`config.mk`:
```
export PLATFORM = sky130hd
export DESIGN_NAME = board_shell_top
export DESIGN_NICKNAME = d
export VERILOG_FILES = /design/src/source/board_shell_pkg.sv /design/src/source/mmio_target_if.sv /design/src/source/board_shell_top.sv /design/src/source/clkwiz_ctrl_regs.sv /design/src/source/core_mmio_regs.sv /design/src/source/core_reset_gen.sv /design/src/source/mmio_xbar_ctrl.sv
export VERILOG_INCLUDE_DIRS = /design/src /design/src/include
export SDC_FILE = /design/constraint.sdc
export NUM_CORES = 1
export LEC_CHECK = 0
export BUFFER_PORTS_ARGS = -buffer_cell sky130_fd_sc_hd__buf_2
export CAP_MARGIN = 15
export CORE_UTILIZATION = 40
export DETAILED_ROUTE_END_ITERATION = 10
export PLACE_DENSITY = 0.54
export SETUP_SLACK_MARGIN = 0.2
export SLEW_MARGIN = 20
export SYNTH_ARGS = -nofsm -noshare
export SYNTH_HDL_FRONTEND = slang
export SYNTH_HIERARCHICAL = 1
export SYNTH_SLANG_ARGS = --single-unit
```
`constraint.sdc`:
```
create_clock -name axi_aclk -period 20.5 [get_ports axi_aclk]
set_clock_uncertainty 0.15 [all_clocks]
set_input_delay 1.025 -clock axi_aclk [delete_from_list [all_inputs] [get_ports axi_aclk]]
set_output_delay 1.025 -clock axi_aclk [all_outputs]
set_load 0.05 [all_outputs]
```
`src/include/board_shell_consts.svh`:
```
`ifndef BOARD_SHELL_CONSTS_SVH
`define BOARD_SHELL_CONSTS_SVH

// host AXI-lite widths
`define BS_ADDR_W             32            // host byte address
`define BS_DATA_W             32            // register width
`define BS_STRB_W             4             // one strobe per byte lane
`define BS_OFFS_W             12            // offset inside a 4 KB window

// address map, one 4 KB window per target
`define BS_CORE_BASE          32'h0000_0000 // accelerator core MMIO
`define BS_CLKWIZ_BASE        32'h0001_0000 // clock wizard control

// core window layout
`define BS_SCRATCH_WORDS      8             // scratch at 0x00..0x1C
`define BS_CORE_DBG_OFFS      12'h020       // accepted write count, read only

// clock wizard window layout
`define BS_CW_CTRL_OFFS       12'h000       // bit0 clk_wiz_reset, bit1 core resetn
`define BS_CW_STATUS_OFFS     12'h004       // bit0 locked, bit1 fpga_top_resetn
`define BS_CW_LOSS_OFFS       12'h008       // lock-loss events

// synchronizer depths
`define BS_LOCK_SYNC_STAGES   2             // locked input sync
`define BS_RESET_SYNC_STAGES  4             // core reset release chain

`endif

```
`src/source/board_shell_pkg.sv`:
```
package board_shell_pkg;

  // crossbar controller, one access in flight
  typedef enum logic [2:0] {
    ST_IDLE    = 3'd0,  // host handshake window
    ST_FWD     = 3'd1,  // req_valid pulse to the selected target
    ST_WAIT    = 3'd2,  // target answers here
    ST_WR_RESP = 3'd3,  // b channel held until bready
    ST_RD_RESP = 3'd4   // r channel held until rready
  } xbar_state_e;

  // window hit by the captured address
  typedef enum logic [1:0] {
    SEL_CORE   = 2'd0,  // core MMIO window
    SEL_CLKWIZ = 2'd1,  // clock wizard control window
    SEL_NONE   = 2'd2   // unmapped, answered locally
  } target_sel_e;

  // AXI response codes, EXOKAY never produced
  typedef enum logic [1:0] {
    RESP_OKAY   = 2'd0,
    RESP_SLVERR = 2'd2,  // target rejected the offset
    RESP_DECERR = 2'd3   // no target at this address
  } axi_resp_e;

endpackage

```
`src/source/mmio_target_if.sv`:
```
`timescale 1ns/1ps
`include "board_shell_consts.svh"

// one forwarded register access, targets always accept
interface mmio_target_if;

  logic                  req_valid;  // single-cycle pulse
  logic                  req_write;  // 1 write, 0 read
  logic [`BS_OFFS_W-1:0] req_addr;   // byte offset in window
  logic [`BS_DATA_W-1:0] req_wdata;
  logic [`BS_STRB_W-1:0] req_wstrb;

  logic                  rsp_valid;  // one cycle after req_valid
  logic [`BS_DATA_W-1:0] rsp_rdata;  // zero on error
  logic                  rsp_err;    // bad offset or read-only register

  modport ctrl (
    output req_valid, req_write, req_addr, req_wdata, req_wstrb,
    input  rsp_valid, rsp_rdata, rsp_err
  );

  modport target (
    input  req_valid, req_write, req_addr, req_wdata, req_wstrb,
    output rsp_valid, rsp_rdata, rsp_err
  );

endinterface

```
`src/source/board_shell_top.sv`:
```
`timescale 1ns/1ps
`include "board_shell_consts.svh"

module board_shell_top import board_shell_pkg::*; (
  input  logic                  axi_aclk,
  input  logic                  arst_n,
  input  logic [`BS_ADDR_W-1:0] s_awaddr,
  input  logic                  s_awvalid,
  output logic                  s_awready,
  input  logic [`BS_DATA_W-1:0] s_wdata,
  input  logic [`BS_STRB_W-1:0] s_wstrb,
  input  logic                  s_wvalid,
  output logic                  s_wready,
  output axi_resp_e             s_bresp,
  output logic                  s_bvalid,
  input  logic                  s_bready,
  input  logic [`BS_ADDR_W-1:0] s_araddr,
  input  logic                  s_arvalid,
  output logic                  s_arready,
  output logic [`BS_DATA_W-1:0] s_rdata,
  output axi_resp_e             s_rresp,
  output logic                  s_rvalid,
  input  logic                  s_rready,
  input  logic                  clk_wiz_locked,
  output logic                  clk_wiz_reset,
  output logic                  fpga_top_resetn
);

  logic                  locked_sync;       // lock after the synchronizer
  logic                  core_ctrl_resetn;  // CTRL bit1
  logic [`BS_DATA_W-1:0] loss_count;

  mmio_target_if core_if ();
  mmio_target_if clkwiz_if ();

  mmio_xbar_ctrl xbar_i (
    .axi_aclk  (axi_aclk),
    .arst_n    (arst_n),
    .s_awaddr  (s_awaddr),
    .s_awvalid (s_awvalid),
    .s_awready (s_awready),
    .s_wdata   (s_wdata),
    .s_wstrb   (s_wstrb),
    .s_wvalid  (s_wvalid),
    .s_wready  (s_wready),
    .s_bresp   (s_bresp),
    .s_bvalid  (s_bvalid),
    .s_bready  (s_bready),
    .s_araddr  (s_araddr),
    .s_arvalid (s_arvalid),
    .s_arready (s_arready),
    .s_rdata   (s_rdata),
    .s_rresp   (s_rresp),
    .s_rvalid  (s_rvalid),
    .s_rready  (s_rready),
    .core_if   (core_if.ctrl),
    .clkwiz_if (clkwiz_if.ctrl)
  );

  core_mmio_regs core_regs_i (
    .axi_aclk (axi_aclk),
    .arst_n   (arst_n),
    .bus      (core_if.target)
  );

  clkwiz_ctrl_regs clkwiz_regs_i (
    .axi_aclk         (axi_aclk),
    .arst_n           (arst_n),
    .locked_sync      (locked_sync),
    .core_resetn      (fpga_top_resetn),  // reported in STATUS bit1
    .loss_count       (loss_count),
    .bus              (clkwiz_if.target),
    .clk_wiz_reset    (clk_wiz_reset),
    .core_ctrl_resetn (core_ctrl_resetn)
  );

  core_reset_gen reset_gen_i (
    .axi_aclk         (axi_aclk),
    .arst_n           (arst_n),
    .clk_wiz_locked   (clk_wiz_locked),
    .core_ctrl_resetn (core_ctrl_resetn),
    .locked_sync      (locked_sync),
    .fpga_top_resetn  (fpga_top_resetn),
    .loss_count       (loss_count)
  );

endmodule

```
`src/source/clkwiz_ctrl_regs.sv`:
```
`timescale 1ns/1ps
`include "board_shell_consts.svh"

module clkwiz_ctrl_regs import board_shell_pkg::*; (
  input  logic                  axi_aclk,
  input  logic                  arst_n,
  input  logic                  locked_sync,
  input  logic                  core_resetn,
  input  logic [`BS_DATA_W-1:0] loss_count,
  mmio_target_if.target         bus,
  output logic                  clk_wiz_reset,
  output logic                  core_ctrl_resetn
);

  logic [1:0]            ctrl_q;       // bit0 wizard reset and bit1 core resetn
  logic [`BS_DATA_W-1:0] rd_data;
  logic [`BS_DATA_W-1:0] rsp_rdata_q;
  logic                  rsp_valid_q;
  logic                  rsp_err_q;
  logic                  hit_ctrl;
  logic                  hit_status;
  logic                  hit_loss;
  logic                  ctrl_wr;

  assign hit_ctrl   = (bus.req_addr == `BS_CW_CTRL_OFFS);
  assign hit_status = (bus.req_addr == `BS_CW_STATUS_OFFS);
  assign hit_loss   = (bus.req_addr == `BS_CW_LOSS_OFFS);
  assign ctrl_wr    = bus.req_valid && bus.req_write && hit_ctrl && bus.req_wstrb[0];

  always_comb begin
    rd_data = '0;
    if (hit_ctrl) begin
      rd_data[1:0] = ctrl_q;
    end else if (hit_status) begin
      rd_data[1:0] = {core_resetn, locked_sync};  // live status without latching
    end else if (hit_loss) begin
      rd_data = loss_count;
    end
  end

  always_ff @(posedge axi_aclk) begin
    if (bus.req_valid) begin
      rsp_rdata_q <= rd_data;
    end
  end

  always_ff @(posedge axi_aclk or negedge arst_n) begin
    if (!arst_n) begin
      ctrl_q      <= 2'b00;  // wizard running and core held in reset
      rsp_valid_q <= 1'b0;
      rsp_err_q   <= 1'b0;
    end else begin
      rsp_valid_q <= bus.req_valid;
      if (ctrl_wr) begin
        ctrl_q <= bus.req_wdata[1:0];  // only byte lane 0 matters
      end
      if (bus.req_valid) begin
        if (bus.req_write) begin
          rsp_err_q <= !hit_ctrl;  // status and loss count are read only
        end else begin
          rsp_err_q <= !(hit_ctrl || hit_status || hit_loss);
        end
      end
    end
  end

  assign clk_wiz_reset    = ctrl_q[0];
  assign core_ctrl_resetn = ctrl_q[1];

  assign bus.rsp_valid = rsp_valid_q;
  assign bus.rsp_rdata = rsp_rdata_q;
  assign bus.rsp_err   = rsp_err_q;

endmodule

```
`src/source/core_mmio_regs.sv`:
```
`timescale 1ns/1ps
`include "board_shell_consts.svh"

module core_mmio_regs import board_shell_pkg::*; (
  input  logic          axi_aclk,
  input  logic          arst_n,
  mmio_target_if.target bus
);

  localparam int IDX_W       = $clog2(`BS_SCRATCH_WORDS);
  localparam int SCRATCH_END = `BS_SCRATCH_WORDS * 4;  // first byte past scratch

  logic [`BS_DATA_W-1:0] scratch_q [`BS_SCRATCH_WORDS];
  logic [`BS_DATA_W-1:0] wr_cnt_q;     // debug counter of accepted writes
  logic [`BS_DATA_W-1:0] rsp_rdata_q;
  logic                  rsp_valid_q;
  logic                  rsp_err_q;
  logic [IDX_W-1:0]      idx;          // word select ignores the low two bits
  logic                  hit_scratch;
  logic                  hit_dbg;
  logic                  scratch_wr;

  assign idx         = bus.req_addr[IDX_W+1:2];
  assign hit_scratch = (bus.req_addr < SCRATCH_END);
  assign hit_dbg     = (bus.req_addr == `BS_CORE_DBG_OFFS);
  assign scratch_wr  = bus.req_valid && bus.req_write && hit_scratch;

  always_ff @(posedge axi_aclk) begin
    if (scratch_wr) begin
      for (int b = 0; b < `BS_STRB_W; b++) begin
        if (bus.req_wstrb[b]) begin  // byte lane merge
          scratch_q[idx][8*b +: 8] <= bus.req_wdata[8*b +: 8];
        end
      end
    end
    if (bus.req_valid) begin
      if (hit_scratch) begin
        rsp_rdata_q <= scratch_q[idx];  // old value on a write is dropped by ctrl
      end else if (hit_dbg) begin
        rsp_rdata_q <= wr_cnt_q;
      end else begin
        rsp_rdata_q <= '0;
      end
    end
  end

  always_ff @(posedge axi_aclk or negedge arst_n) begin
    if (!arst_n) begin
      rsp_valid_q <= 1'b0;
      rsp_err_q   <= 1'b0;
      wr_cnt_q    <= '0;
    end else begin
      rsp_valid_q <= bus.req_valid;  // fixed one-cycle answer
      if (bus.req_valid) begin
        if (bus.req_write) begin
          rsp_err_q <= !hit_scratch;  // counter is read only
        end else begin
          rsp_err_q <= !(hit_scratch || hit_dbg);
        end
      end
      if (scratch_wr) begin
        wr_cnt_q <= wr_cnt_q + 1'b1;
      end
    end
  end

  assign bus.rsp_valid = rsp_valid_q;
  assign bus.rsp_rdata = rsp_rdata_q;
  assign bus.rsp_err   = rsp_err_q;

endmodule

```
`src/source/core_reset_gen.sv`:
```
`timescale 1ns/1ps
`include "board_shell_consts.svh"

module core_reset_gen import board_shell_pkg::*; (
  input  logic                  axi_aclk,
  input  logic                  arst_n,
  input  logic                  clk_wiz_locked,    // async from the wizard
  input  logic                  core_ctrl_resetn,
  output logic                  locked_sync,
  output logic                  fpga_top_resetn,
  output logic [`BS_DATA_W-1:0] loss_count
);

  logic [`BS_LOCK_SYNC_STAGES-1:0]  lock_sync_q;
  logic                             locked_prev_q;  // edge detect on synced lock
  logic [`BS_RESET_SYNC_STAGES-1:0] release_q;      // ones shift in while released
  logic                             release_ok;

  assign locked_sync = lock_sync_q[`BS_LOCK_SYNC_STAGES-1];
  assign release_ok  = core_ctrl_resetn && locked_sync;

  // drops with release_ok and rises only after the chain fills
  assign fpga_top_resetn = release_q[`BS_RESET_SYNC_STAGES-1] && release_ok;

  always_ff @(posedge axi_aclk or negedge arst_n) begin
    if (!arst_n) begin
      lock_sync_q   <= '0;
      locked_prev_q <= 1'b0;
      release_q     <= '0;
      loss_count    <= '0;
    end else begin
      lock_sync_q   <= {lock_sync_q[`BS_LOCK_SYNC_STAGES-2:0], clk_wiz_locked};
      locked_prev_q <= locked_sync;
      if (release_ok) begin
        release_q <= {release_q[`BS_RESET_SYNC_STAGES-2:0], 1'b1};
      end else begin
        release_q <= '0;  // restart the delay on any drop
      end
      if (locked_prev_q && !locked_sync) begin
        loss_count <= loss_count + 1'b1;  // lock lost
      end
    end
  end

endmodule

```
`src/source/mmio_xbar_ctrl.sv`:
```
`timescale 1ns/1ps
`include "board_shell_consts.svh"

module mmio_xbar_ctrl import board_shell_pkg::*; (
  input  logic                  axi_aclk,
  input  logic                  arst_n,
  input  logic [`BS_ADDR_W-1:0] s_awaddr,
  input  logic                  s_awvalid,
  output logic                  s_awready,
  input  logic [`BS_DATA_W-1:0] s_wdata,
  input  logic [`BS_STRB_W-1:0] s_wstrb,
  input  logic                  s_wvalid,
  output logic                  s_wready,
  output axi_resp_e             s_bresp,
  output logic                  s_bvalid,
  input  logic                  s_bready,
  input  logic [`BS_ADDR_W-1:0] s_araddr,
  input  logic                  s_arvalid,
  output logic                  s_arready,
  output logic [`BS_DATA_W-1:0] s_rdata,
  output axi_resp_e             s_rresp,
  output logic                  s_rvalid,
  input  logic                  s_rready,
  mmio_target_if.ctrl           core_if,
  mmio_target_if.ctrl           clkwiz_if
);

  localparam logic [`BS_ADDR_W-1:0] CORE_BASE   = `BS_CORE_BASE;
  localparam logic [`BS_ADDR_W-1:0] CLKWIZ_BASE = `BS_CLKWIZ_BASE;

  xbar_state_e           state_q;
  target_sel_e           sel_q;      // destination of the access in flight
  logic                  write_q;    // access in flight is a write
  logic [`BS_OFFS_W-1:0] offs_q;
  logic [`BS_DATA_W-1:0] wdata_q;
  logic [`BS_STRB_W-1:0] wstrb_q;
  logic [`BS_DATA_W-1:0] rdata_q;    // held on s_rdata during ST_RD_RESP
  axi_resp_e             resp_q;     // shared by b and r, only one is active

  logic                  wr_accept;
  logic                  rd_accept;
  logic [`BS_ADDR_W-1:0] acc_addr;
  target_sel_e           acc_sel;
  logic                  rsp_valid;  // muxed back from the selected target
  logic [`BS_DATA_W-1:0] rsp_rdata;
  logic                  rsp_err;

  // window match on the bits above the offset
  function automatic target_sel_e decode(input logic [`BS_ADDR_W-1:0] addr);
    target_sel_e sel;
    if (addr[`BS_ADDR_W-1:`BS_OFFS_W] == CORE_BASE[`BS_ADDR_W-1:`BS_OFFS_W]) begin
      sel = SEL_CORE;
    end else if (addr[`BS_ADDR_W-1:`BS_OFFS_W] == CLKWIZ_BASE[`BS_ADDR_W-1:`BS_OFFS_W]) begin
      sel = SEL_CLKWIZ;
    end else begin
      sel = SEL_NONE;
    end
    return sel;
  endfunction

  // aw and w taken together, write beats a pending read
  assign wr_accept = (state_q == ST_IDLE) && s_awvalid && s_wvalid;
  assign rd_accept = (state_q == ST_IDLE) && s_arvalid && !wr_accept;
  assign s_awready = wr_accept;
  assign s_wready  = wr_accept;
  assign s_arready = rd_accept;

  assign acc_addr = wr_accept ? s_awaddr : s_araddr;
  assign acc_sel  = decode(acc_addr);

  always_comb begin
    case (sel_q)
      SEL_CORE: begin
        rsp_valid = core_if.rsp_valid;
        rsp_rdata = core_if.rsp_rdata;
        rsp_err   = core_if.rsp_err;
      end
      SEL_CLKWIZ: begin
        rsp_valid = clkwiz_if.rsp_valid;
        rsp_rdata = clkwiz_if.rsp_rdata;
        rsp_err   = clkwiz_if.rsp_err;
      end
      default: begin  // unmapped never reaches ST_WAIT
        rsp_valid = 1'b0;
        rsp_rdata = '0;
        rsp_err   = 1'b0;
      end
    endcase
  end

  // same captured request to both targets, only the valid is steered
  assign core_if.req_valid   = (state_q == ST_FWD) && (sel_q == SEL_CORE);
  assign core_if.req_write   = write_q;
  assign core_if.req_addr    = offs_q;
  assign core_if.req_wdata   = wdata_q;
  assign core_if.req_wstrb   = wstrb_q;
  assign clkwiz_if.req_valid = (state_q == ST_FWD) && (sel_q == SEL_CLKWIZ);
  assign clkwiz_if.req_write = write_q;
  assign clkwiz_if.req_addr  = offs_q;
  assign clkwiz_if.req_wdata = wdata_q;
  assign clkwiz_if.req_wstrb = wstrb_q;

  assign s_bvalid = (state_q == ST_WR_RESP);
  assign s_bresp  = resp_q;
  assign s_rvalid = (state_q == ST_RD_RESP);
  assign s_rresp  = resp_q;
  assign s_rdata  = rdata_q;

  always_ff @(posedge axi_aclk or negedge arst_n) begin
    if (!arst_n) begin
      state_q <= ST_IDLE;
      sel_q   <= SEL_NONE;
      write_q <= 1'b0;
      resp_q  <= RESP_OKAY;
    end else begin
      case (state_q)
        ST_IDLE: begin
          if (wr_accept || rd_accept) begin
            sel_q   <= acc_sel;
            write_q <= wr_accept;
            if (acc_sel != SEL_NONE) begin
              state_q <= ST_FWD;
            end else if (wr_accept) begin  // decode error, skip the targets
              resp_q  <= RESP_DECERR;
              state_q <= ST_WR_RESP;
            end else begin
              resp_q  <= RESP_DECERR;
              state_q <= ST_RD_RESP;
            end
          end
        end
        ST_FWD: begin
          state_q <= ST_WAIT;
        end
        ST_WAIT: begin
          if (rsp_valid) begin
            if (rsp_err) begin
              resp_q <= RESP_SLVERR;
            end else begin
              resp_q <= RESP_OKAY;
            end
            if (write_q) begin
              state_q <= ST_WR_RESP;
            end else begin
              state_q <= ST_RD_RESP;
            end
          end
        end
        ST_WR_RESP: begin
          if (s_bready) begin  // stall here on back-pressure
            state_q <= ST_IDLE;
          end
        end
        ST_RD_RESP: begin
          if (s_rready) begin
            state_q <= ST_IDLE;
          end
        end
        default: begin
          state_q <= ST_IDLE;
        end
      endcase
    end
  end

  always_ff @(posedge axi_aclk) begin
    if (wr_accept || rd_accept) begin
      offs_q <= acc_addr[`BS_OFFS_W-1:0];  // window base dropped here
    end
    if (wr_accept) begin
      wdata_q <= s_wdata;
      wstrb_q <= s_wstrb;
    end
    if ((wr_accept || rd_accept) && (acc_sel == SEL_NONE)) begin
      rdata_q <= '0;  // DECERR returns zero data
    end else if ((state_q == ST_WAIT) && rsp_valid) begin
      rdata_q <= rsp_rdata;
    end
  end

endmodule

```
==> results by stage <==
Hold path:
- The sink of the worst hold path is reset_gen_i/lock_sync_q[1].
- The path class of the tightest hold or removal check is register to register.
- The cell depth of the worst min-delay path is 0.
- The startpoint identified for the worst hold timing path is reset_gen_i/lock_sync_q[0].

Worst setup path:
- Data on the critical path is required at its endpoint by 20.57 ns.
- In this run the register-to-register setup slack is around 16 ns.
- The critical-path maximum fanout is 37.
- The critical path goes through nor4_2, buf_4, nand3b_1, nor4b_4, nand2_1, nor3_1.
- The path type of the worst setup path is register to register.
- The startpoint identified for the worst register-to-register timing path is xbar_i/sel_q[0].
- Among all stages on the critical path, the largest delay is contributed by nor3_1.
- The largest single stage delay on the critical path is between 0.8 and 0.9 ns.
- The worst setup path is launched from a register.
- Counting cells, the worst reg-to-reg path comes to 6.
- The worst setup path is captured at a register.
- The capture instance of the worst register-to-register path is core_regs_i/scratch_q[3][1].
- Data arrives at the worst endpoint at 4.60 ns.

Logic synthesis:
- The share of the Yosys chip area taken by registers is 0.688.
- Among all flip-flop cells after synthesis, the most frequent one is edfxtp_1.
- The synthesized design contains 485 register bits.
- Of the post-synthesis cell area, the dominant cell type holds 0.550.
- The cell area that synthesis handed to floorplanning was around 20000 sq um.
- After synthesis, the cell types taking the most area are edfxtp_1 (55%), dfrtp_1 (10%), dfxtp_1 (3.2%).
- Summed over all instances, the cell type with the most area after synthesis is edfxtp_1.
- The synthesized netlist contains 75 unique library cells.
- The number of standard cells after synthesis is 1436.
- The number of nets produced by synthesis is roughly 1500.
- In this run, synthesis inferred between 300 and 400 flip-flops with an integrated enable.
- The synthesized area per cell is 14.0 sq um.
- The count of synthesis-stage warnings from yosys is 6.
- The fraction of registers with async set or reset after synthesis is 0.175.

STA:
- At the pin with the least slew margin, the transition time is 1.11 ns.
- The final critical delay including setup and external delays is 4.53 ns.
- The final hold violation count is 0.
- The ratio of final minimum period to clock period is 0.221.
- The highest achievable clock rate is 221 MHz.
- Setup violations remaining at the end of the flow were counted as 0.
- The final number of max-transition violations was 0.
- Setup repair after global routing left no endpoint under its margin.
- The worst pin sits at a relative slew slack of 0.258.
- Summed over all failing endpoints, the final setup total negative slack is 0 ns.

Power and ir drop:
- The switching power as a share of total power is 0.283.
- Internal power comes to 1800 uW.
- Of the total power, registers draw 0.468.
- The largest voltage drop on the vdd net is 0.0682 mV.
- The clock network fraction of total power is 0.380.
- For this design the static power due to leakage is 0.00820 uW.
- The total power of the final layout is ~2500 uW.
- The share of total power dissipated in combinational logic is 0.152.
- Power spread over the standard cell area amounts to 110 nW/um^2.
- The switching power total is 708 uW.

Clock network:
- The clock latency of the later-clocked register in the worst-skew pair is 0.61 ns.
- The clock transition at the register clock pins on the worst setup and hold paths after CTS is ~0.060 ns.
- Counting every sink on the clock net gives roughly 490.
- The number of setup buffers added after CTS is 0.
- The hold buffer count at cts is 0.
- The clock tree buffer depth is 3.
- The maximum level of the CTS H-tree is 2.
- The clock tree from TritonCTS is built.
- The number of buffers created by CTS is slightly above 50.
- The post-cts repair resize count is 0.
- The CTS root buffer is clkbuf_16.

Placement:
- The routability-driven placement congestion ratio is 0.822.
- Buffers placed on the I/O ports in this run total 150.
- The placed wire-length estimate after detailed placement is 33800 um.

Floorplanning:
- The area of the core region is 49300 sq um.
- The initial cell density of the core is 0.408.
- The number of primary I/O pins is approximately 150.
- The number of standard-cell rows in the floorplan is 81.
- The width of the die is 226 um.
- The full die area is 51100 sq um.
- The height of the die is 226 um.

Detailed routing:
- The mean routed wirelength per cell is 22.0 um.
- The DRC violation count after routing is 0.
- The total wire length after detailed routing is 49200 um.
- The routed layout has 11956 vias.
- The per-cell via count in the routed design is 5.34.
- The number of violations reported at the end of detailed-routing iteration 0 is 843.
- The post-detailed-route count of antenna-violating nets is 0.
- The first TritonRoute pass finished after 5 iterations.

Global route:
- The global-route track usage on met1 is 0.275.
- The first global-routing pass estimated 74400 um of wire.
- The global-route usage over all layers is 0.196.
- For this run, global-route usage on met2 was measured as 0.315.
- For met3 alone, demand over resource in global routing was 0.0260.
- The highest-utilization routing layer at the global route stage is met2.
- The largest net degree at the start of global routing is 67.
- The number of global-route vias before repair is 11875.
- The number of antenna violations at the first check in global routing was 0.
- Summed over all layers, the global routing overflow is 0.

Layout:
- At the end of the flow the core is filled with cells to 0.464.
- The net count of the finished layout is about 1600.
- The antenna diode count is 0.
- The area growth from synthesis to layout is 13.7%.
- The number of inserted filler cells in the final layout is 4444.
- The fraction of layout instances using a drive strength above 1 is 0.212.
- Leaving out fill and tap cells, the most frequent cell in the layout is edfxtp_1.
- Leaving out fill and tap cells, the most frequent cells in the layout are edfxtp_1 (368), buf_2 (149), nand2_1 (123).

Outcome:
- The run finished with clean final reports.

Flow run:
- The number of max-cap violations is 0.
[worst max-delay path by stage]
stage                     cells past startpoint            start                           end  slack (ns)
after floorplan                               7  xbar_i/sel_q[0]   core_regs_i/scratch_q[3][0]       13.84
final                                         6  xbar_i/sel_q[0]   core_regs_i/scratch_q[3][1]       15.97
after CTS                                     6  xbar_i/sel_q[0]  core_regs_i/scratch_q[2][18]       15.90
after detailed placement                      6  xbar_i/sel_q[0]  core_regs_i/scratch_q[2][21]       15.92
after global routing                          6  xbar_i/sel_q[0]   core_regs_i/scratch_q[3][1]       15.67
after global placement                        6  xbar_i/sel_q[0]  core_regs_i/scratch_q[3][12]       16.07
[logic make-up after synthesis]
kind of cell,Yosys count,share of synthesized area
flops,485,0.688
mux,81,0.0472
compound gates,230,0.0756
buf+inv,138,0.0403
simple gates,438,0.120
fa+ha+maj,2,0.00125
xor+xnor,62,0.0270
[synth_stat cells (all sizes together), types with 6 or more instances]
cell	count
a21oi	72
a221oi	35
a22o	7
a22oi	39
and2	43
and3	14
and4	6
buf	101
clkbuf	27
dfrtp	84
dfxtp	32
edfxtp	368
inv	10
mux2	20
mux2i	52
mux4	9
nand2	124
nand3	33
nand4	25
nor2	80
nor2b	11
nor3	55
nor4	17
o21ai	44
xnor2	52
xor2	10
[critical path, delay by kind of cell, from the launching register on]
kind / cells / cell delay (ns)
buffers and inverters: 1 / 0.42
flip-flops: 1 / 0.79
AND/OR/NAND/NOR: 5 / 2.77
[layer usage]
layer | vias to the layer above | share of wire
met5 | - | 0
met4 | 0 | 0.024
met3 | 74 | 0.045
met2 | 341 | 0.48
met1 | 6012 | 0.45
li1 | 5529 | -
[final cells by class]
type	instances	area, sq um	share of cell area
timing repair buffer	169	896	0.0392
clock buffer	61	1360	0.0593
inverter	10	37.5	0.00164
clock inverter	35	399	0.0175
multi-input combinational	813	5510	0.241
sequential	485	13800	0.605
tap	664	831	0.0364
[metrics by stage]
stage	hold slack (ns)	setup slack [ns]	cell area [sq um]	instances
floorplan	0.181	13.84	20100	1436
CTS	0.213	15.90	22800	2237
global route	0.239	15.67	22800	2237
detailed placement	0.198	15.92	21100	2141
finish	0.206	15.97	22800	2237
global placement	0.189	16.07	21100	2141
[registers in the layout, indices dropped and copies added, names as in the netlist, 3 cells and up]
register,count
xbar_i/clkwiz_if.req_wstrb,4
xbar_i/clkwiz_if.req_addr,12
core_regs_i/scratch_q,256
reset_gen_i/release_q,4
reset_gen_i/loss_count,32
clkwiz_regs_i/bus.rsp_rdata,32
xbar_i/state_q,3
core_regs_i/bus.rsp_rdata,32
xbar_i/s_rdata,32
xbar_i/clkwiz_if.req_wdata,32
core_regs_i/wr_cnt_q,32
[power by group through the flow]
stage / Sequential [uW] / Clock [uW] / Combinational, uW
6_report: 1170 / 952 / 380
3_5_place_dp: 1200 / 0 / 379
5_1_grt: 1180 / 1010 / 412
3_3_place_gp: 1200 / 0 / 377
2_1_floorplan: 1150 / 0 / 295
4_1_cts: 1180 / 975 / 380
(Power assumes the default switching activity.)
